**config.mk**
```make
export PLATFORM = sky130hd
export DESIGN_NAME = ctrlUnit
export DESIGN_NICKNAME = d
export VERILOG_FILES = /design/src/rtl/ctrlPkg.sv /design/src/rtl/instrDecoder.sv /design/src/rtl/stateSequencer.sv /design/src/rtl/datapathControl.sv /design/src/rtl/ctrlUnit.sv
export SDC_FILE = /design/constraint.sdc
export NUM_CORES = 1
export LEC_CHECK = 0
export ABC_AREA = 1
export BUFFER_PORTS_ARGS = -buffer_cell sky130_fd_sc_hd__buf_2
export CAP_MARGIN = 40
export CORE_MARGIN = 5
export CORE_UTILIZATION = 33
export CTS_CLUSTER_DIAMETER = 30
export CTS_CLUSTER_SIZE = 12
export DETAILED_ROUTE_END_ITERATION = 12
export HOLD_SLACK_MARGIN = 0.15
export PLACE_DENSITY_LB_ADDON = 0.15
export SLEW_MARGIN = 10
export SYNTH_ARGS = -nofsm -noshare
export SYNTH_HDL_FRONTEND = slang
export SYNTH_SLANG_ARGS = --single-unit
```
**constraint.sdc**
```tcl
create_clock -name clk -period 1.9 [get_ports clk]
set_input_delay 0.285 -clock clk [delete_from_list [all_inputs] [get_ports clk]]
set_output_delay 0.285 -clock clk [all_outputs]
set_load 0.02 [all_outputs]
```
**src/rtl/ctrlPkg.sv**
```systemverilog
package ctrlPkg;

    typedef logic [5:0] opcode_t;
    typedef logic [5:0] funct_t;

    typedef logic [2:0] aluOp_t;
    typedef logic [2:0] pcSource_t;
    typedef logic [1:0] regDst_t;
    typedef logic [2:0] memToReg_t;
    typedef logic [1:0] aluSrcA_t;
    typedef logic [1:0] aluSrcB_t;
    typedef logic [2:0] iorD_t;

    typedef enum logic [4:0] {
        FETCH1, FETCH2, FETCH3,
        DECODE1, DECODE2,
        EXECUTE,
        WRITE_RD, IMM_CHECK, WRITE_RT,
        MEM_WAIT1, MEM_WAIT2, MEM_ACCESS,
        BRANCH, JUMP,
        MULDIV_WAIT, HILO_WB,
        EXC_SAVE, EXC_VECTOR, EXC_WAIT1, EXC_WAIT2, EXC_JUMP,
        DONE
    } ctrlState_t;

    typedef enum logic [4:0] {
        CLS_ADD, CLS_SUB, CLS_AND, CLS_SLT,
        CLS_ADDI, CLS_ADDIU,
        CLS_BEQ, CLS_BNE, CLS_BLE, CLS_BGT,
        CLS_LW, CLS_SW,
        CLS_J, CLS_JAL, CLS_JR,
        CLS_MULT, CLS_DIV,
        CLS_ILLEGAL
    } instrClass_t;

    typedef enum logic [1:0] {
        CAUSE_ILLEGAL,
        CAUSE_OVERFLOW,
        CAUSE_DIVZERO
    } excCause_t;

    localparam aluOp_t ALU_PASS = 3'd0;
    localparam aluOp_t ALU_ADD  = 3'd1;
    localparam aluOp_t ALU_SUB  = 3'd2;
    localparam aluOp_t ALU_AND  = 3'd3;
    localparam aluOp_t ALU_CMP  = 3'd7;

    localparam pcSource_t PC_SRC_MEM    = 3'd0; // Exception vector word
    localparam pcSource_t PC_SRC_ALU    = 3'd1;
    localparam pcSource_t PC_SRC_ALUOUT = 3'd2; // Branch target
    localparam pcSource_t PC_SRC_JUMP   = 3'd3;

    localparam regDst_t DST_RT = 2'd0;
    localparam regDst_t DST_RD = 2'd1;
    localparam regDst_t DST_RA = 2'd2;

    localparam memToReg_t WB_ALUOUT = 3'd0;
    localparam memToReg_t WB_MEM    = 3'd1;
    localparam memToReg_t WB_LESS   = 3'd5;

    localparam aluSrcA_t SRCA_PC   = 2'd0;
    localparam aluSrcA_t SRCA_REGA = 2'd1;

    localparam aluSrcB_t SRCB_REGB  = 2'd0;
    localparam aluSrcB_t SRCB_FOUR  = 2'd1;
    localparam aluSrcB_t SRCB_IMM   = 2'd2;
    localparam aluSrcB_t SRCB_BROFF = 2'd3; // Shifted immediate

    localparam iorD_t ADDR_PC           = 3'd0;
    localparam iorD_t ADDR_ALUOUT       = 3'd1;
    localparam iorD_t ADDR_VEC_ILLEGAL  = 3'd3;
    localparam iorD_t ADDR_VEC_OVERFLOW = 3'd4;
    localparam iorD_t ADDR_VEC_DIVZERO  = 3'd5;

    // Opcode field
    localparam opcode_t OP_RFORMAT = 6'h00;
    localparam opcode_t OP_ADDI    = 6'h08;
    localparam opcode_t OP_ADDIU   = 6'h09;
    localparam opcode_t OP_BEQ     = 6'h04;
    localparam opcode_t OP_BNE     = 6'h05;
    localparam opcode_t OP_BLE     = 6'h06;
    localparam opcode_t OP_BGT     = 6'h07;
    localparam opcode_t OP_LW      = 6'h0f;
    localparam opcode_t OP_SW      = 6'h2b;
    localparam opcode_t OP_J       = 6'h02;
    localparam opcode_t OP_JAL     = 6'h03;

    // Funct field, R-format only
    localparam funct_t FN_ADD  = 6'h20;
    localparam funct_t FN_SUB  = 6'h22;
    localparam funct_t FN_AND  = 6'h24;
    localparam funct_t FN_SLT  = 6'h2a;
    localparam funct_t FN_JR   = 6'h08;
    localparam funct_t FN_MULT = 6'h18;
    localparam funct_t FN_DIV  = 6'h1a;

endpackage

```
**src/rtl/instrDecoder.sv**
```systemverilog
`timescale 1ns/1ns

module instrDecoder (
    input  ctrlPkg::opcode_t     opcode,
    input  ctrlPkg::funct_t      funct,
    output ctrlPkg::instrClass_t instrClass
);
    import ctrlPkg::*;

    always_comb begin
        instrClass = CLS_ILLEGAL;
        case (opcode)
            OP_RFORMAT: begin
                case (funct)
                    FN_ADD:  instrClass = CLS_ADD;
                    FN_SUB:  instrClass = CLS_SUB;
                    FN_AND:  instrClass = CLS_AND;
                    FN_SLT:  instrClass = CLS_SLT;
                    FN_JR:   instrClass = CLS_JR;
                    FN_MULT: instrClass = CLS_MULT;
                    FN_DIV:  instrClass = CLS_DIV;
                    default: instrClass = CLS_ILLEGAL; // Unknown funct
                endcase
            end
            OP_ADDI:  instrClass = CLS_ADDI;
            OP_ADDIU: instrClass = CLS_ADDIU;
            OP_BEQ:   instrClass = CLS_BEQ;
            OP_BNE:   instrClass = CLS_BNE;
            OP_BLE:   instrClass = CLS_BLE;
            OP_BGT:   instrClass = CLS_BGT;
            OP_LW:    instrClass = CLS_LW;
            OP_SW:    instrClass = CLS_SW;
            OP_J:     instrClass = CLS_J;
            OP_JAL:   instrClass = CLS_JAL;
            default:  instrClass = CLS_ILLEGAL;
        endcase

        // Sequencer and output decode both branch on this
        assert (!$isunknown(instrClass))
            else $error("instrDecoder: instruction class is unknown");
    end

endmodule

```
**src/rtl/stateSequencer.sv**
```systemverilog
`timescale 1ns/1ns

module stateSequencer (
    input  logic                 clk,
    input  logic                 reset,
    input  ctrlPkg::instrClass_t instrClass,
    input  logic                 overflow,
    input  logic                 multStop,
    input  logic                 divStop,
    input  logic                 divZero,
    output ctrlPkg::ctrlState_t  state,
    output ctrlPkg::excCause_t   cause
);
    import ctrlPkg::*;

    ctrlState_t nextState;
    excCause_t  nextCause;
    logic       loadCause;

    always_comb begin
        nextState = FETCH1;
        nextCause = CAUSE_ILLEGAL;
        loadCause = 1'b0;
        case (state)
            FETCH1:  nextState = FETCH2;
            FETCH2:  nextState = FETCH3;
            FETCH3:  nextState = DECODE1;
            DECODE1: nextState = DECODE2;
            DECODE2: nextState = EXECUTE;
            EXECUTE: begin
                case (instrClass)
                    CLS_ADD, CLS_SUB, CLS_AND, CLS_SLT: nextState = WRITE_RD;
                    CLS_ADDI, CLS_ADDIU:                nextState = IMM_CHECK;
                    CLS_BEQ, CLS_BNE, CLS_BLE, CLS_BGT: nextState = BRANCH;
                    CLS_J, CLS_JAL, CLS_JR:             nextState = JUMP;
                    CLS_LW, CLS_SW:                     nextState = MEM_WAIT1;
                    CLS_MULT, CLS_DIV:                  nextState = MULDIV_WAIT;
                    default: begin
                        nextState = EXC_SAVE;
                        nextCause = CAUSE_ILLEGAL;
                        loadCause = 1'b1;
                    end
                endcase
            end
            IMM_CHECK: begin
                // Only addi traps, addiu ignores the flag
                if (instrClass == CLS_ADDI && overflow) begin
                    nextState = EXC_SAVE;
                    nextCause = CAUSE_OVERFLOW;
                    loadCause = 1'b1;
                end else begin
                    nextState = WRITE_RT;
                end
            end
            MEM_WAIT1:  nextState = MEM_WAIT2;
            MEM_WAIT2:  nextState = MEM_ACCESS;
            MULDIV_WAIT: begin
                nextState = MULDIV_WAIT; // Hold until the unit finishes
                if (instrClass == CLS_DIV) begin
                    if (divZero) begin
                        nextState = EXC_SAVE;
                        nextCause = CAUSE_DIVZERO;
                        loadCause = 1'b1;
                    end else if (divStop) begin
                        nextState = HILO_WB;
                    end
                end else if (multStop) begin
                    nextState = HILO_WB;
                end
            end
            EXC_SAVE:   nextState = EXC_VECTOR;
            EXC_VECTOR: nextState = EXC_WAIT1;
            EXC_WAIT1:  nextState = EXC_WAIT2;
            EXC_WAIT2:  nextState = EXC_JUMP;
            WRITE_RD, WRITE_RT, MEM_ACCESS, BRANCH, JUMP, HILO_WB, EXC_JUMP: begin
                nextState = DONE;
            end
            DONE:    nextState = FETCH1;
            default: nextState = FETCH1;
        endcase
    end

    always_ff @(posedge clk) begin
        if (reset) begin
            state <= FETCH1;
        end else begin
            state <= nextState;
        end
    end

    // Cause picks the vector address for the rest of the trap
    always_ff @(posedge clk) begin
        if (reset) begin
            cause <= CAUSE_ILLEGAL;
        end else if (loadCause) begin
            cause <= nextCause;
        end
    end

    resetToFetch: assert property (@(posedge clk) $fell(reset) |-> state == FETCH1)
        else $error("stateSequencer: not in FETCH1 after reset");

    doneToFetch: assert property (
        @(posedge clk) disable iff (reset) state == DONE |=> state == FETCH1
    ) else $error("stateSequencer: DONE not followed by FETCH1");

endmodule

```
**src/rtl/datapathControl.sv**
```systemverilog
`timescale 1ns/1ns

module datapathControl (
    input  ctrlPkg::ctrlState_t  state,
    input  ctrlPkg::instrClass_t instrClass,
    input  ctrlPkg::excCause_t   cause,
    input  logic                 equal,
    input  logic                 greater,
    input  logic                 less,
    output logic                 memWrite,
    output logic                 pcWrite,
    output logic                 irWrite,
    output logic                 regWrite,
    output logic                 abWrite,
    output logic                 hiloWrite,
    output logic                 aluOutWrite,
    output logic                 epcWrite,
    output logic                 mulStart,
    output logic                 divStart,
    output logic                 hiloSelect,
    output ctrlPkg::aluOp_t      aluOp,
    output ctrlPkg::regDst_t     regDst,
    output ctrlPkg::memToReg_t   memToReg,
    output ctrlPkg::pcSource_t   pcSource,
    output ctrlPkg::aluSrcA_t    aluSrcA,
    output ctrlPkg::aluSrcB_t    aluSrcB,
    output ctrlPkg::iorD_t       iorD
);
    import ctrlPkg::*;

    logic  branchTaken;
    iorD_t vectorAddr;

    always_comb begin
        case (instrClass)
            CLS_BEQ: branchTaken = equal;
            CLS_BNE: branchTaken = !equal;
            CLS_BGT: branchTaken = greater;
            CLS_BLE: branchTaken = !greater;
            default: branchTaken = 1'b0;
        endcase
    end

    always_comb begin
        case (cause)
            CAUSE_OVERFLOW: vectorAddr = ADDR_VEC_OVERFLOW;
            CAUSE_DIVZERO:  vectorAddr = ADDR_VEC_DIVZERO;
            default:        vectorAddr = ADDR_VEC_ILLEGAL;
        endcase
    end

    always_comb begin
        memWrite    = 1'b0;
        pcWrite     = 1'b0;
        irWrite     = 1'b0;
        regWrite    = 1'b0;
        abWrite     = 1'b0;
        hiloWrite   = 1'b0;
        aluOutWrite = 1'b0;
        epcWrite    = 1'b0;
        mulStart    = 1'b0;
        divStart    = 1'b0;
        hiloSelect  = 1'b0;
        aluOp       = ALU_PASS;
        regDst      = DST_RT;
        memToReg    = WB_ALUOUT;
        pcSource    = PC_SRC_MEM;
        aluSrcA     = SRCA_PC;
        aluSrcB     = SRCB_REGB;
        iorD        = ADDR_PC;

        case (state)
            FETCH1: begin // PC+4 while memory reads the instruction
                aluSrcA = SRCA_PC;
                aluSrcB = SRCB_FOUR;
                aluOp   = ALU_ADD;
                iorD    = ADDR_PC;
            end
            FETCH2: begin
                pcWrite  = 1'b1;
                pcSource = PC_SRC_ALU;
            end
            FETCH3:  irWrite = 1'b1;
            DECODE1: begin // Speculative branch target
                aluOutWrite = 1'b1;
                aluSrcB     = SRCB_BROFF;
                aluOp       = ALU_ADD;
            end
            DECODE2: abWrite = 1'b1;
            EXECUTE: begin
                case (instrClass)
                    CLS_ADD, CLS_SUB, CLS_AND, CLS_SLT, CLS_ADDI, CLS_ADDIU: begin
                        aluOutWrite = 1'b1;
                        aluSrcA     = SRCA_REGA;
                        aluSrcB     = (instrClass == CLS_ADDI || instrClass == CLS_ADDIU)
                                      ? SRCB_IMM : SRCB_REGB;
                        case (instrClass)
                            CLS_SUB: aluOp = ALU_SUB;
                            CLS_AND: aluOp = ALU_AND;
                            CLS_SLT: aluOp = ALU_CMP;
                            default: aluOp = ALU_ADD;
                        endcase
                    end
                    CLS_BEQ, CLS_BNE, CLS_BLE, CLS_BGT: begin
                        aluSrcA = SRCA_REGA; // rs against rt
                        aluOp   = ALU_CMP;
                    end
                    CLS_LW, CLS_SW: begin // Effective address
                        aluOutWrite = 1'b1;
                        aluSrcA     = SRCA_REGA;
                        aluSrcB     = SRCB_IMM;
                        aluOp       = ALU_ADD;
                    end
                    CLS_JAL:  aluOutWrite = 1'b1; // Return address
                    CLS_MULT: mulStart = 1'b1;
                    CLS_DIV:  divStart = 1'b1;
                    default: ;
                endcase
            end
            WRITE_RD: begin
                regWrite = 1'b1;
                regDst   = DST_RD;
                memToReg = (instrClass == CLS_SLT) ? WB_LESS : WB_ALUOUT;
            end
            WRITE_RT: begin
                regWrite = 1'b1;
                regDst   = DST_RT;
                memToReg = WB_ALUOUT;
            end
            MEM_WAIT1, MEM_WAIT2: iorD = ADDR_ALUOUT;
            MEM_ACCESS: begin
                iorD = ADDR_ALUOUT;
                if (instrClass == CLS_SW) begin
                    memWrite = 1'b1;
                end else begin
                    regWrite = 1'b1;
                    regDst   = DST_RT;
                    memToReg = WB_MEM;
                end
            end
            BRANCH: begin
                pcWrite  = branchTaken;
                pcSource = PC_SRC_ALUOUT;
            end
            JUMP: begin
                pcWrite = 1'b1;
                if (instrClass == CLS_JR) begin
                    pcSource = PC_SRC_ALU;
                    aluSrcA  = SRCA_REGA;
                    aluOp    = ALU_PASS;
                end else begin
                    pcSource = PC_SRC_JUMP;
                end
                if (instrClass == CLS_JAL) begin
                    regWrite = 1'b1;
                    regDst   = DST_RA;
                    memToReg = WB_ALUOUT;
                end
            end
            HILO_WB: begin
                hiloWrite  = 1'b1;
                hiloSelect = (instrClass == CLS_DIV);
            end
            EXC_SAVE: begin // EPC gets the faulting PC
                epcWrite = 1'b1;
                aluSrcA  = SRCA_PC;
                aluSrcB  = SRCB_FOUR;
                aluOp    = ALU_SUB;
            end
            EXC_VECTOR, EXC_WAIT1, EXC_WAIT2: iorD = vectorAddr;
            EXC_JUMP: begin
                pcWrite  = 1'b1;
                pcSource = PC_SRC_MEM;
            end
            default: ;
        endcase

        assert (!(memWrite && regWrite))
            else $error("datapathControl: memWrite and regWrite both high");
        // The ALU flags come from one compare
        if (state == BRANCH) begin
            assert ($onehot0({equal, greater, less}))
                else $error("datapathControl: compare flags not exclusive");
        end
    end

endmodule

```
**src/rtl/ctrlUnit.sv**
```systemverilog
`timescale 1ns/1ns

module ctrlUnit (
    input  logic               clk,
    input  logic               reset,
    input  ctrlPkg::opcode_t   opcode,
    input  ctrlPkg::funct_t    funct,
    input  logic               overflow,
    input  logic               equal,
    input  logic               greater,
    input  logic               less,
    input  logic               multStop,
    input  logic               divStop,
    input  logic               divZero,
    output logic               memWrite,
    output logic               pcWrite,
    output logic               irWrite,
    output logic               regWrite,
    output logic               abWrite,
    output logic               hiloWrite,
    output logic               aluOutWrite,
    output logic               epcWrite,
    output logic               mulStart,
    output logic               divStart,
    output logic               hiloSelect,
    output ctrlPkg::aluOp_t    aluOp,
    output ctrlPkg::regDst_t   regDst,
    output ctrlPkg::memToReg_t memToReg,
    output ctrlPkg::pcSource_t pcSource,
    output ctrlPkg::aluSrcA_t  aluSrcA,
    output ctrlPkg::aluSrcB_t  aluSrcB,
    output ctrlPkg::iorD_t     iorD
);
    import ctrlPkg::*;

    instrClass_t instrClass;
    ctrlState_t  state;
    excCause_t   cause;

    instrDecoder instrDecoder_inst (
        .opcode     (opcode),
        .funct      (funct),
        .instrClass (instrClass)
    );

    stateSequencer stateSequencer_inst (
        .clk        (clk),
        .reset      (reset),
        .instrClass (instrClass),
        .overflow   (overflow),
        .multStop   (multStop),
        .divStop    (divStop),
        .divZero    (divZero),
        .state      (state),
        .cause      (cause)
    );

    datapathControl datapathControl_inst (
        .state       (state),
        .instrClass  (instrClass),
        .cause       (cause),
        .equal       (equal),
        .greater     (greater),
        .less        (less),
        .memWrite    (memWrite),
        .pcWrite     (pcWrite),
        .irWrite     (irWrite),
        .regWrite    (regWrite),
        .abWrite     (abWrite),
        .hiloWrite   (hiloWrite),
        .aluOutWrite (aluOutWrite),
        .epcWrite    (epcWrite),
        .mulStart    (mulStart),
        .divStart    (divStart),
        .hiloSelect  (hiloSelect),
        .aluOp       (aluOp),
        .regDst      (regDst),
        .memToReg    (memToReg),
        .pcSource    (pcSource),
        .aluSrcA     (aluSrcA),
        .aluSrcB     (aluSrcB),
        .iorD        (iorD)
    );

endmodule

```
Word-level counts from Yosys, hierarchy flattened
Index checks and enable logic that the tools add are counted.
- bits in registers: 7
- output and inout bits: 29
- logic and storage cells: 135
- equality and inequality tests: 55
- multiplexer cells: 54
- reductions and logical operators: 24
- operator list (kind ; number):
    5-bit by 4-bit == test with 1-bit output (second input constant) ; 16
    5-bit one-hot mux with 15 select lines ; 1
    5-bit one-hot mux with 11 select lines ; 1
    5-bit by 3-bit == test with 1-bit output (second input constant) ; 8
    3-bit one-hot mux with 3 select lines ; 4
    5-bit one-hot mux with 7 select lines ; 1
    5-bit == test (second input constant) ; 6
    6-bit == test (second input constant) ; 5
    5-bit one-hot mux with 6 select lines ; 1
    6-bit by 3-bit == test with 1-bit output (second input constant) ; 4
    6-bit by 4-bit == test with 1-bit output (second input constant) ; 4
    1-bit 2-to-1 mux ; 24
    5-bit by 2-bit == test with 1-bit output (second input constant) ; 4
    3-bit one-hot mux with 2 select lines ; 3
    17-bit OR reduction ; 1
    2-bit one-hot mux with 2 select lines ; 4
    5-bit 2-to-1 mux ; 3
    6-bit by 2-bit == test with 1-bit output (second input constant) ; 2
    6-bit by 5-bit == test with 1-bit output (second input constant) ; 2
    12-bit OR reduction ; 1
    2-bit OR reduction ; 6
    3-bit OR reduction ; 4
    5-bit by 1-bit == test with 1-bit output (second input constant) ; 2
    5-bit zero test ; 2
    16 further kinds ; 24

Depth between registers and ports, before layout
Gate-level depths: netlist of run 1.
- word-level depth: 8
- depth in mapped cells: 18
- depth with buffers taken out: 18

Hierarchy
A second synthesis of run 1 with hierarchy kept.
- cell total of the unflattened synthesis: 316
- area total of the unflattened synthesis: 1705.4 sq um
- by module, submodules not included (module ; instances ; cells an instance ; area each (sq um)):
    stateSequencer ; 1 ; 121 ; 728.2
    datapathControl ; 1 ; 125 ; 644.4
    instrDecoder ; 1 ; 70 ; 332.8

Worst setup path before layout of run 1
OpenSTA, ideal clock, no wires.
- path type: input to output
- start: in opcode[5]
- end: out aluSrcA[0]
- arrival: 1.757 ns
- data required time: 1.615 ns
- path slack: -0.142 ns
- stages on the path: 12
- buffers on the path: 1
- path through: nor2_2 > buf_6 > nand3_2 > nand3_1 > inv_1 > nand2_2 > nand2_2 > clkinv_1 > nand2_1 > nor2_1 > inv_1 > o31ai_1
- longest elaborated chain between the ends: 6
- elaborated cells on any way between the ends: 29
- ends and longest elaborated chain (item ; RTL line ; text):
    from (decl) ; ctrlUnit.sv:6 ; input ctrlPkg::opcode_t opcode,
    6-bit by 2-bit == test with 1-bit output, or another cell as far along ; instrDecoder.sv:12 ; case (opcode)
    5-bit one-hot mux with 11 select lines * ; instrDecoder.sv:12 ;
    5-bit by 3-bit == test with 1-bit output, or another cell as far along ; datapathControl.sv:91 ; case (instrClass)
    12-bit OR reduction (no source line) ; -- ;
    1-bit 2-to-1 mux ; datapathControl.sv:91 ;
    2-bit one-hot mux with 2 select lines * ; datapathControl.sv:72 ; case (state)
    to (decl) ; ctrlUnit.sv:30 ; output ctrlPkg::aluSrcA_t aluSrcA,
Every way passes the cells marked *; elsewhere a longest branch is shown, timed or not.

Worst setup path after layout of run 1
- start: in opcode[5]
- end: out aluOp[0]
- longest elaborated chain between the ends: 6
- elaborated cells on any way between the ends: 30
- ends and longest elaborated chain (item ; RTL line ; text):
    6-bit by 2-bit == test with 1-bit output, or another cell as far along ; instrDecoder.sv:12 ;
    5-bit one-hot mux with 11 select lines * ; instrDecoder.sv:12 ;
    5-bit by 2-bit == test with 1-bit output, or another cell as far along ; datapathControl.sv:91, datapathControl.sv:97 ;
    3-bit one-hot mux with 3 select lines, or another cell as far along ; datapathControl.sv:97 ; case (instrClass)
    3-bit one-hot mux with 3 select lines * ; datapathControl.sv:91 ;
    3-bit one-hot mux with 3 select lines * ; datapathControl.sv:72 ;
    to (decl) ; ctrlUnit.sv:26 ; output ctrlPkg::aluOp_t aluOp,
Marks and branches as above.

==> results by group, run 1 <==
Yosys
  – Async set-reset flop share out of synthesis: 0%
  – Top FF cell, synth: dfxtp_1
  – Synth warn: 0
  – Post-Syn Area: 0.00136 mm^2
  – Register area share after synthesis: 10.3%
  – FF+latch count, synth: 7
  – Syn avg cell area: 5.22 um^2
  – Top post-synthesis cells by area: nand2_1 (14%), nor2_1 (13%), inv_1 (12%), dfxtp_1 (10%), nand3_1 (10%)
  – Synth Instances: between 200 and 300
  – Cell variety after synth: 34
  – Synth area leader: nand2_1
  – Top cell type's share of synthesized area: approximately 14%
  – Number of synthesized flops with an enable pin: 0

Die
  – # rows: 23
  – Core ar.: around 0.004 mm^2
  – Starting density of the core: 33.9%
  – Chip Width: 74.1 um
  – Full die area: between 0.005 and 0.006 mm^2
  – Die Ht: 74.1 um
  – # IOs: 50

Run status
  – Failing checks: setup timing
  – Status: complete, but fails checks

GRT
  – Initial antenna violation count: 0
  – Total GRT Usage: approximately a fifth
  – Global-route wire length before repair: ~8.5 mm
  – Total global routing overflow: 0
  – Number of global-route vias before repair: 1942
  – Pin count of the biggest net entering global routing: 10

Layout
  – Ant. Diodes: 0
  – Syn-to-layout area delta: 95.0%
  – FILL cells: ~360
  – Share of cells above drive strength 1: 54.0%
  – Final net count: 399
  – Design Area, Final: 0.00265 mm^2

Critical path
  – Worst Path Required: between 1.5 and 2 ns
  – Worst setup path class: in2out
  – CP Launch Type: input pin
  – CP arrival: about 1.9 ns
  – CP Capture Type: primary output
  – CP Max Fanout: 8

CTS
  – CTS Buffer Depth: 2
  – Post-CTS Hold Buffers: 0
  – Clk_lat worst skew: ~0.23 ns
  – Clock Tree Root: clkbuf_8
  – Htree depth: 1
  – TritonCTS Buffers: 3
  – CTS Sinks: 7
  – CTS clock-pin slew for the worst setup and hold paths: 0.04 ns
  – CTS tree: done

Drt
  – Via count: 2095
  – Total Wirelength: 5.57 mm
  – Via density: 4.92
  – Residual DRC count: 0
  – Final ANT Viol Nets: 0
  – 1st-iter DRT viols: between 100 and 150
  – 1st-pass router iterations: 4
  – Wire per inst: 13.1 um

Pwr
  – Total power: 1480 uW
  – VDD IR max: between 0.4 and 0.5 mV
  – Power Dens Cells: 558 mW/mm^2
  – LEAKAGE: 0.00140 uW

STA
  – Final period utilization: 114%
  – Setup WS post-layout: -0.268 ns
  – Fin crit period: around 2.2 ns
  – Hold slack: 0.295 ns
  – Final Slew Violations: 0
  – Final Skew: 0.00462 ns
  – Setup violations, final: 16
  – Number of hold violations in the final report: 0
  – F_max: 461 MHz
  – Setup repair after global routing missed its margin: true

Placement
  – IO Port Bufs: between 40 and 50
  – Final HPWL DP: 3.92 mm
  – DP Area: 0.00205 mm^2
  – Final GP Congestion: around 0.92

Flow run
  – Max_cap viols: 0

Hold path
  – Hold Path Class: in2reg
## cells in the mapped netlist, types with 4 or more instances
cell type,n
nand3_1,28
nand2_2,9
dfxtp_1,7
a21oi_1,12
nor3_1,4
nor2_2,6
nand4_1,4
o21ai_0,11
nand3_2,5
inv_1,44
nand2_1,51
nor2_1,48
## routing by layer
layer / vias to the layer above / global-route usage [%] / routed length [um]
li1: 1060 / - / -
met1: 948 / 26.2 / 2350
met2: 73 / 32.6 / 2740
met3: 14 / 2.43 / 369
met4: 0 / 3.62 / 102
met5: - / 0 / 0
## kinds of logic (layout without fill, tap and decap cells)
logic type | Yosys count | after routing | share of synthesized area, %
simple gates | 162 | 162 | 55.5
buf+inv | 54 | 168 | 16.3
compound gates | 35 | 35 | 16.7
flops | 7 | 7 | 10.3
fa+ha+maj | 1 | 1 | 0.922
other cells | 1 | 3 | 0.276
## what timing repair did
item | in CTS | in global routing
gates resized for setup | 68 | 48
setup endpoints to repair | 13 | 26
endpoints found under the hold margin | 0 | 0
pin swaps | 20 | 19
setup buffers | 10 | 12
## worst paths after layout
path,from,endpoint,slack (ns),depth (start not counted)
worst max-delay path,opcode[5],aluOp[0],-0.27,12
worst min register to register,stateSequencer_inst.cause[1],stateSequencer_inst.cause[1],0.48,2
worst min-delay path,reset,stateSequencer_inst.state[3],0.29,2
worst max register to register,stateSequencer_inst.state[4],stateSequencer_inst.state[0],0.05,11
## cell type report
type                            instances  area (um^2)  area share [%]
Tap cell                               50         62.6            2.36
Sequential cell                         7          144            5.43
Multi-Input combinational cell        201         1330            50.3
Timing Repair Buffer                  115          873            33.0
Clock buffer                            4         45.0            1.70
Inverter                               49          190            7.18
## through the flow
step	setup WS [ns]	std cells	util, %	TNS [ns]
detailed placement	-0.385	404	51.2	-3.78
CTS	-0.198	418	60.4	-1.39
global placement	-0.402	404	51.2	-3.43
finish	-0.268	426	66.2	-2.32
floorplan	-0.00632	262	-	-0.00632
global route	-0.359	426	66.2	-4.32
## power by group
part | internal, uW | leakage, uW | switching, uW
Combinational | 436 | 0.00132 | 625
Clock | 145 | 0.0000228 | 61.9
Sequential | 180 | 0.0000580 | 29.1
Total | 760 | 0.00140 | 716
## cells in the final DEF (no fill, tap or decap), types with 3 or more instances in the layout
| cell | count |
|---|---|
| a21oi_1 | 9 |
| a21oi_4 | 3 |
| buf_2 | 28 |
| buf_4 | 69 |
| buf_6 | 16 |
| clkbuf_8 | 3 |
| conb_1 | 3 |
| dfxtp_1 | 4 |
| dfxtp_2 | 3 |
| inv_1 | 36 |
| inv_2 | 11 |
| nand2_1 | 41 |
| nand2_2 | 11 |
| nand2_4 | 8 |
| nand3_1 | 18 |
| nand3_2 | 11 |
| nand3_4 | 4 |
| nand3b_1 | 3 |
| nand4_1 | 4 |
| nor2_1 | 35 |
| nor2_2 | 8 |
| nor2_4 | 12 |
| nor3_1 | 3 |
| o211ai_1 | 3 |
| o21ai_0 | 3 |
| o21ai_1 | 4 |
| o21ai_2 | 3 |
## worst max-delay path, cell delays in order
cell	delay (ns)
buf_8	0.10
nor2_4	0.11
buf_12	0.15
nand3_4	0.08
or2_1	0.25
o211ai_1	0.13
nor2_2	0.11
nand2_2	0.13
nand2_4	0.08
o21ai_4	0.19
o32ai_2	0.10
buf_4	0.17
## registers in the layout (all words and copies together) (netlist names)
signal,count
stateSequencer_inst.state,5
stateSequencer_inst.cause,2
Note: power is estimated with default switching activity, not from simulation.
==> run 2: changes to the inputs <==
==> constraint.sdc (replaced) <==
create_clock -name clk -period 2.3 [get_ports clk]
set_input_delay 0.345 -clock clk [delete_from_list [all_inputs] [get_ports clk]]
set_output_delay 0.345 -clock clk [all_outputs]
set_load 0.02 [all_outputs]
==> run 2 against run 1 <==
Net effect:
- the flow still finishes with violations (setup timing)
- via count fell by 7.1%
- register-to-register slack improved by 0.16 ns
- non-clock buffer count fell by 20
- flip-flop and latch count did not move
- cell area fell by 12%
- clock skew rose by 0.00056 ns
- combinational power fell by 30%
- critical path depth did not move
- clock power fell by 15%
- global-route usage fell by 1.7 points
- core utilization fell by 8.1 points
- critical path type unchanged
- critical endpoint is now aluOp[1]
- largest cell class unchanged
==> results by group, run 2 (synthesized netlist as in run 1, its figures left out) <==
Run status
  – Status: complete, but fails checks
  – Failing checks: setup timing

Hold path
  – Worst hold path depth: 2
  – Hold Path Class: in2reg

STA
  – Setup violations, final: 5
  – Setup_tns: -0.136 ns
  – Final Slew Violations: 0
  – Setup repair after global routing missed its margin: true
  – Number of hold violations in the final report: 0
  – Final Skew: 0.00518 ns
  – F_max: 427 MHz
  – Fin crit period: 2.34 ns
  – Setup WS post-layout: -0.0415 ns
  – Final period utilization: 102%

Layout
  – Syn-to-layout area delta: 71.2%
  – Final net count: 379
  – Leading cell type in the layout, fill and taps excluded: buf_4
  – Design Area, Final: 0.00232 mm^2
  – Layout Cells excl Fill: 406
  – Regs by FF count: stateSequencer_inst.state: 5 flops, stateSequencer_inst.cause: 2 flops
  – Largest register by flop count: stateSequencer_inst.state
  – Commonest cells after routing, fill and taps aside: buf_4 (49), nand2_1 (43), nor2_1 (41)
  – Max reg flops: 5
  – Ant. Diodes: 0
  – Share of cells above drive strength 1: 45.8%

GRT
  – Number of global-route vias before repair: 1712
  – Global-route wire length before repair: about 7.7 mm
  – Initial antenna violation count: 0
  – Pin count of the biggest net entering global routing: 13
  – Total global routing overflow: 0
  – Total GRT Usage: 17.5%

Placement
  – Placed Cells: 390
  – DP Area: 0.00191 mm^2
  – Place WS: -0.132 ns
  – Final GP Congestion: 0.826
  – IO Port Bufs: between 40 and 50
  – Final HPWL DP: 3.68 mm

Die
  – Starting density of the core: about a third
  – # rows: 23
  – Chip Width: 74.1 um
  – Full die area: 0.00550 mm^2
  – # IOs: 50
  – Die Ht: 74.1 um
  – Core ar.: roughly 0.004 mm^2

Critical path
  – Slowest-stage cell, CP: or2_1
  – CP arrival: 2.00 ns
  – Worst Path Required: 1.96 ns
  – Top Family by Delay on Critical Path: simple AND/OR/NAND/NOR gates
  – Worst R2R Path Depth: 11
  – CP Launch Type: input pin
  – Crit path buf inv count: 3
  – Max incr delay on CP: between 0.2 and 0.3 ns
  – Crit-path cells: buf_8 > nor2_4 > buf_12 > nand3_4 > or2_1 > o211ai_1 > nor2_2 > nand3_1 > o211ai_1 > o21ai_1 > o21ai_1 > buf_4
  – WP depth: 12
  – CP Max Fanout: 5
  – CP Capture Type: primary output
  – Worst setup path class: in2out

Pwr
  – Power Dens Cells: 468 mW/mm^2
  – VDD IR max: 0.311 mV
  – Total power: 1090 uW
  – LEAKAGE: 0.00125 uW

CTS
  – TritonCTS Buffers: 3
  – CTS tree: done
  – Clock Tree Root: clkbuf_8
  – CTS Sinks: 7
  – CTS Buffer Depth: 2
  – Post-CTS Hold Buffers: 0
  – CTS clock-pin slew for the worst setup and hold paths: 0.04 ns
  – Htree depth: 1
  – Clk_lat worst skew: 0.23 ns

Drt
  – Total Wirelength: 4.75 mm
  – Residual DRC count: 0
  – Via density: 4.80
  – Via count: 1947
  – Wire per inst: 11.7 um
  – 1st-pass router iterations: 4
  – 1st-iter DRT viols: 127
  – Final ANT Viol Nets: 0

Flow run
  – Max_cap viols: 0
## run 2: through the flow
stage	hold WS (ns)	utilization, %
floorplan	0.414	-
detailed placement	0.479	47.8
finish	0.357	58.1
global placement	0.475	47.8
CTS	0.361	55.5
global route	0.370	58.1
## run 2: routing by layer
layer | routed length [um] | part of all wire [%] | up-vias | global-route usage (%)
li1 | - | - | 1020 | -
met1 | 2170 | 46 | 869 | 26.0
met2 | 2190 | 46 | 54 | 27.6
met3 | 358 | 7.5 | 4 | 2.43
met4 | 28 | 0.59 | 0 | 1.81
met5 | 0 | 0 | - | 0
## run 2: cell type report
type | instances | area, um^2
repair buffers | 95 | 689
clock buffers | 4 | 45.0
inverters | 49 | 186
flip-flops and latches | 7 | 140
well taps | 50 | 62.6
fillers | 408 | 1680
multi-input cells | 201 | 1200
## run 2: timing repair
item                                    in CTS  in global routing
endpoints found under the setup margin       5                 18
cloned                                       1                  0
setup buffers                               13                  1
pin swaps                                   17                 22
resized for setup                           41                 36
## run 2: path summary, 6_finish.rpt
kind                                 from                      endpoint  slack (ns)
max                             opcode[5]                      aluOp[1]       -0.04
min                                 reset  stateSequencer_inst.cause[0]        0.36
max reg2reg  stateSequencer_inst.state[4]  stateSequencer_inst.state[0]        0.21
min reg2reg  stateSequencer_inst.cause[1]  stateSequencer_inst.cause[1]        0.49
## run 2: power breakdown
part	leakage (uW)	switching (uW)	total (uW)	internal [uW]
Clock	0.0000228	55.4	175	120
Sequential	0.0000570	21.8	167	145
Combinational	0.00117	453	745	291
Total	0.00125	530	1090	556
==> run 3: changes to the inputs <==
==> constraint.sdc (replaced) <==
create_clock -name clk -period 2.3 [get_ports clk]
set_input_delay 0.345 -clock clk [delete_from_list [all_inputs] [get_ports clk]]
set_output_delay 0.345 -clock clk [all_outputs]
set_load 0.1 [all_outputs]
==> run 3 against run 2 <==
Net effect:
- the flow still finishes with violations (setup timing)
- worst setup slack worse by 0.091 ns
- flip-flop and latch count unchanged
- critical path depth unchanged
- core utilization up 9.7 points
- first-iteration DRC count shrank 50%
- via count rose by 1.7%
- fmax fell by 3.7%
==> results by group, run 3 (synthesized netlist as in run 1, its figures left out) <==
Run status
  – Status: complete, but fails checks
  – Failing checks: setup timing

Layout
  – Max reg flops: 5
  – Leading cell type in the layout, fill and taps excluded: buf_4
  – Commonest cells after routing, fill and taps aside: buf_4 (47), nand2_1 (42), inv_1 (34)
  – Share of cells above drive strength 1: 53.9%
  – Regs by FF count: stateSequencer_inst.state: 5 flops, stateSequencer_inst.cause: 2 flops
  – Syn-to-layout area delta: 99.6%
  – Largest register by flop count: stateSequencer_inst.state
  – Finished Core Util: 67.8%
  – Final net count: 379
  – Ant. Diodes: 0

CTS
  – CTS Sinks: 7
  – CTS clock-pin slew for the worst setup and hold paths: about 0.04 ns
  – Clock Tree Root: clkbuf_8
  – Clk_lat worst skew: ~0.23 ns
  – Post-CTS Hold Buffers: 0
  – CTS Buffer Depth: 2
  – CTS tree: done
  – TritonCTS Buffers: 3
  – Htree depth: 1

Drt
  – Via density: 4.88
  – Via count: between 1500 and 2000
  – Routed length on met2: 2.79 mm
  – Wire per inst: roughly 13 um
  – DRT met1 WL: ~2.2 mm
  – 1st-iter DRT viols: 64
  – Top Layer Used: met4
  – Final ANT Viol Nets: 0
  – Residual DRC count: 0
  – Met3 WL post-DR: 232 um
  – Total Wirelength: 5.33 mm
  – 1st-pass router iterations: 4

GRT
  – Initial antenna violation count: 0
  – Number of global-route vias before repair: 1881
  – Total global routing overflow: 0
  – Pin count of the biggest net entering global routing: 13
  – Total GRT Usage: a little under a fifth
  – Global-route wire length before repair: 8.17 mm

STA
  – Fin crit period: 2.43 ns
  – Setup WS post-layout: -0.132 ns
  – Number of hold violations in the final report: 0
  – Setup repair after global routing missed its margin: true
  – Setup_tns: -0.318 ns
  – F_max: 411 MHz
  – Setup violations, final: 4
  – Final period utilization: 106%
  – Final Slew Violations: 0
  – Final Skew: between 0.002 and 0.0025 ns

Critical path
  – CP Launch Type: input pin
  – CP Capture Type: primary output
  – CP arrival: 2.09 ns
  – Worst setup path class: in2out
  – CP Max Fanout: 4
  – Worst Path Required: 1.96 ns
  – Flop2flop setup slack: 0.15 ns

Pwr
  – VDD IR max: 0.607 mV
  – Total power: 1800 uW
  – Power Dens Cells: 665 mW/mm^2
  – LEAKAGE: 0.00131 uW

Flow run
  – Max_cap viols: 0

Die
  – # IOs: 50
  – Starting density of the core: 33.9%
  – # rows: 23
  – Die Ht: 74.1 um
  – Core ar.: 0.00400 mm^2
  – Chip Width: ~74 um
  – Full die area: 0.00550 mm^2

Placement
  – Final GP Congestion: 0.943
  – IO Port Bufs: 45
  – Final HPWL DP: 3.89 mm
  – Place WS: -0.203 ns

Hold path
  – Hold Path Class: in2reg
==> run 3: changes by cell type in the layout (fill, tap and decap cells not counted), sizes merged <==
cell and change:
clkbuf +2, clkinvlp +2, buf -2, inv -1, clkinv -1
==> run 3: area by class of cell <==
type / count / area [um^2]
inverters: 49 / 199
flip-flops and latches: 7 / 141
fillers: 355 / 1290
multi-input cells: 201 / 1370
clock buffers: 4 / 45.0
repair buffers: 95 / 892
well taps: 50 / 62.6
==> run 3: timing repair <==
| action | in CTS | in global routing |
|---|---|---|
| setup endpoints to repair | 8 | 17 |
| buffers inserted | 6 | 9 |
| pin swaps | 20 | 13 |
| hold endpoints to repair | 0 | 0 |
| gates resized for setup | 33 | 48 |
==> run 3: worst max-delay path: stages <==
cell and delay (ns):
buf_2 0.12, inv_1 0.07, nor2_4 0.13, nand3_1 0.13
nand2_1 0.15, o21bai_1 0.15, a21boi_4 0.22, nand2_2 0.09
o211ai_1 0.25, o21ai_1 0.13, o21ai_2 0.10, buf_12 0.19
==> run 3: power breakdown <==
group | switching, uW | total (uW) | leakage, uW | internal [uW]
logic | 1030 | 1460 | 0.00123 | 430
clock network | 55.6 | 176 | 0.0000228 | 120
registers | 22.6 | 168 | 0.0000575 | 145
==> run 3: through the flow <==
step,instance area (um^2),cells,hold WS [ns]
after floorplan,1530,262,0.407
after global placement,2240,387,0.480
after detailed placement,2240,387,0.488
after CTS,2450,397,0.349
after global routing,2710,406,0.369
final,2710,406,0.352
==> run 3: path summary, 6_finish.rpt <==
kind / startpoint / endpoint / cells after the start
hold / removal: reset / stateSequencer_inst.cause[0] / 2
setup / recovery: funct[1] / aluOp[1] / 12
hold reg to reg: stateSequencer_inst.cause[0] / stateSequencer_inst.cause[0] / 2
setup reg to reg: stateSequencer_inst.state[0] / stateSequencer_inst.state[0] / 11
==> run 3: routing by layer <==
metal | vias to the layer above | GRT usage [%]
li1 | 1015 | -
met5 | - | 0
met2 | 64 | 31.9
met1 | 886 | 24.6
met3 | 15 | 1.22
met4 | 0 | 5.43
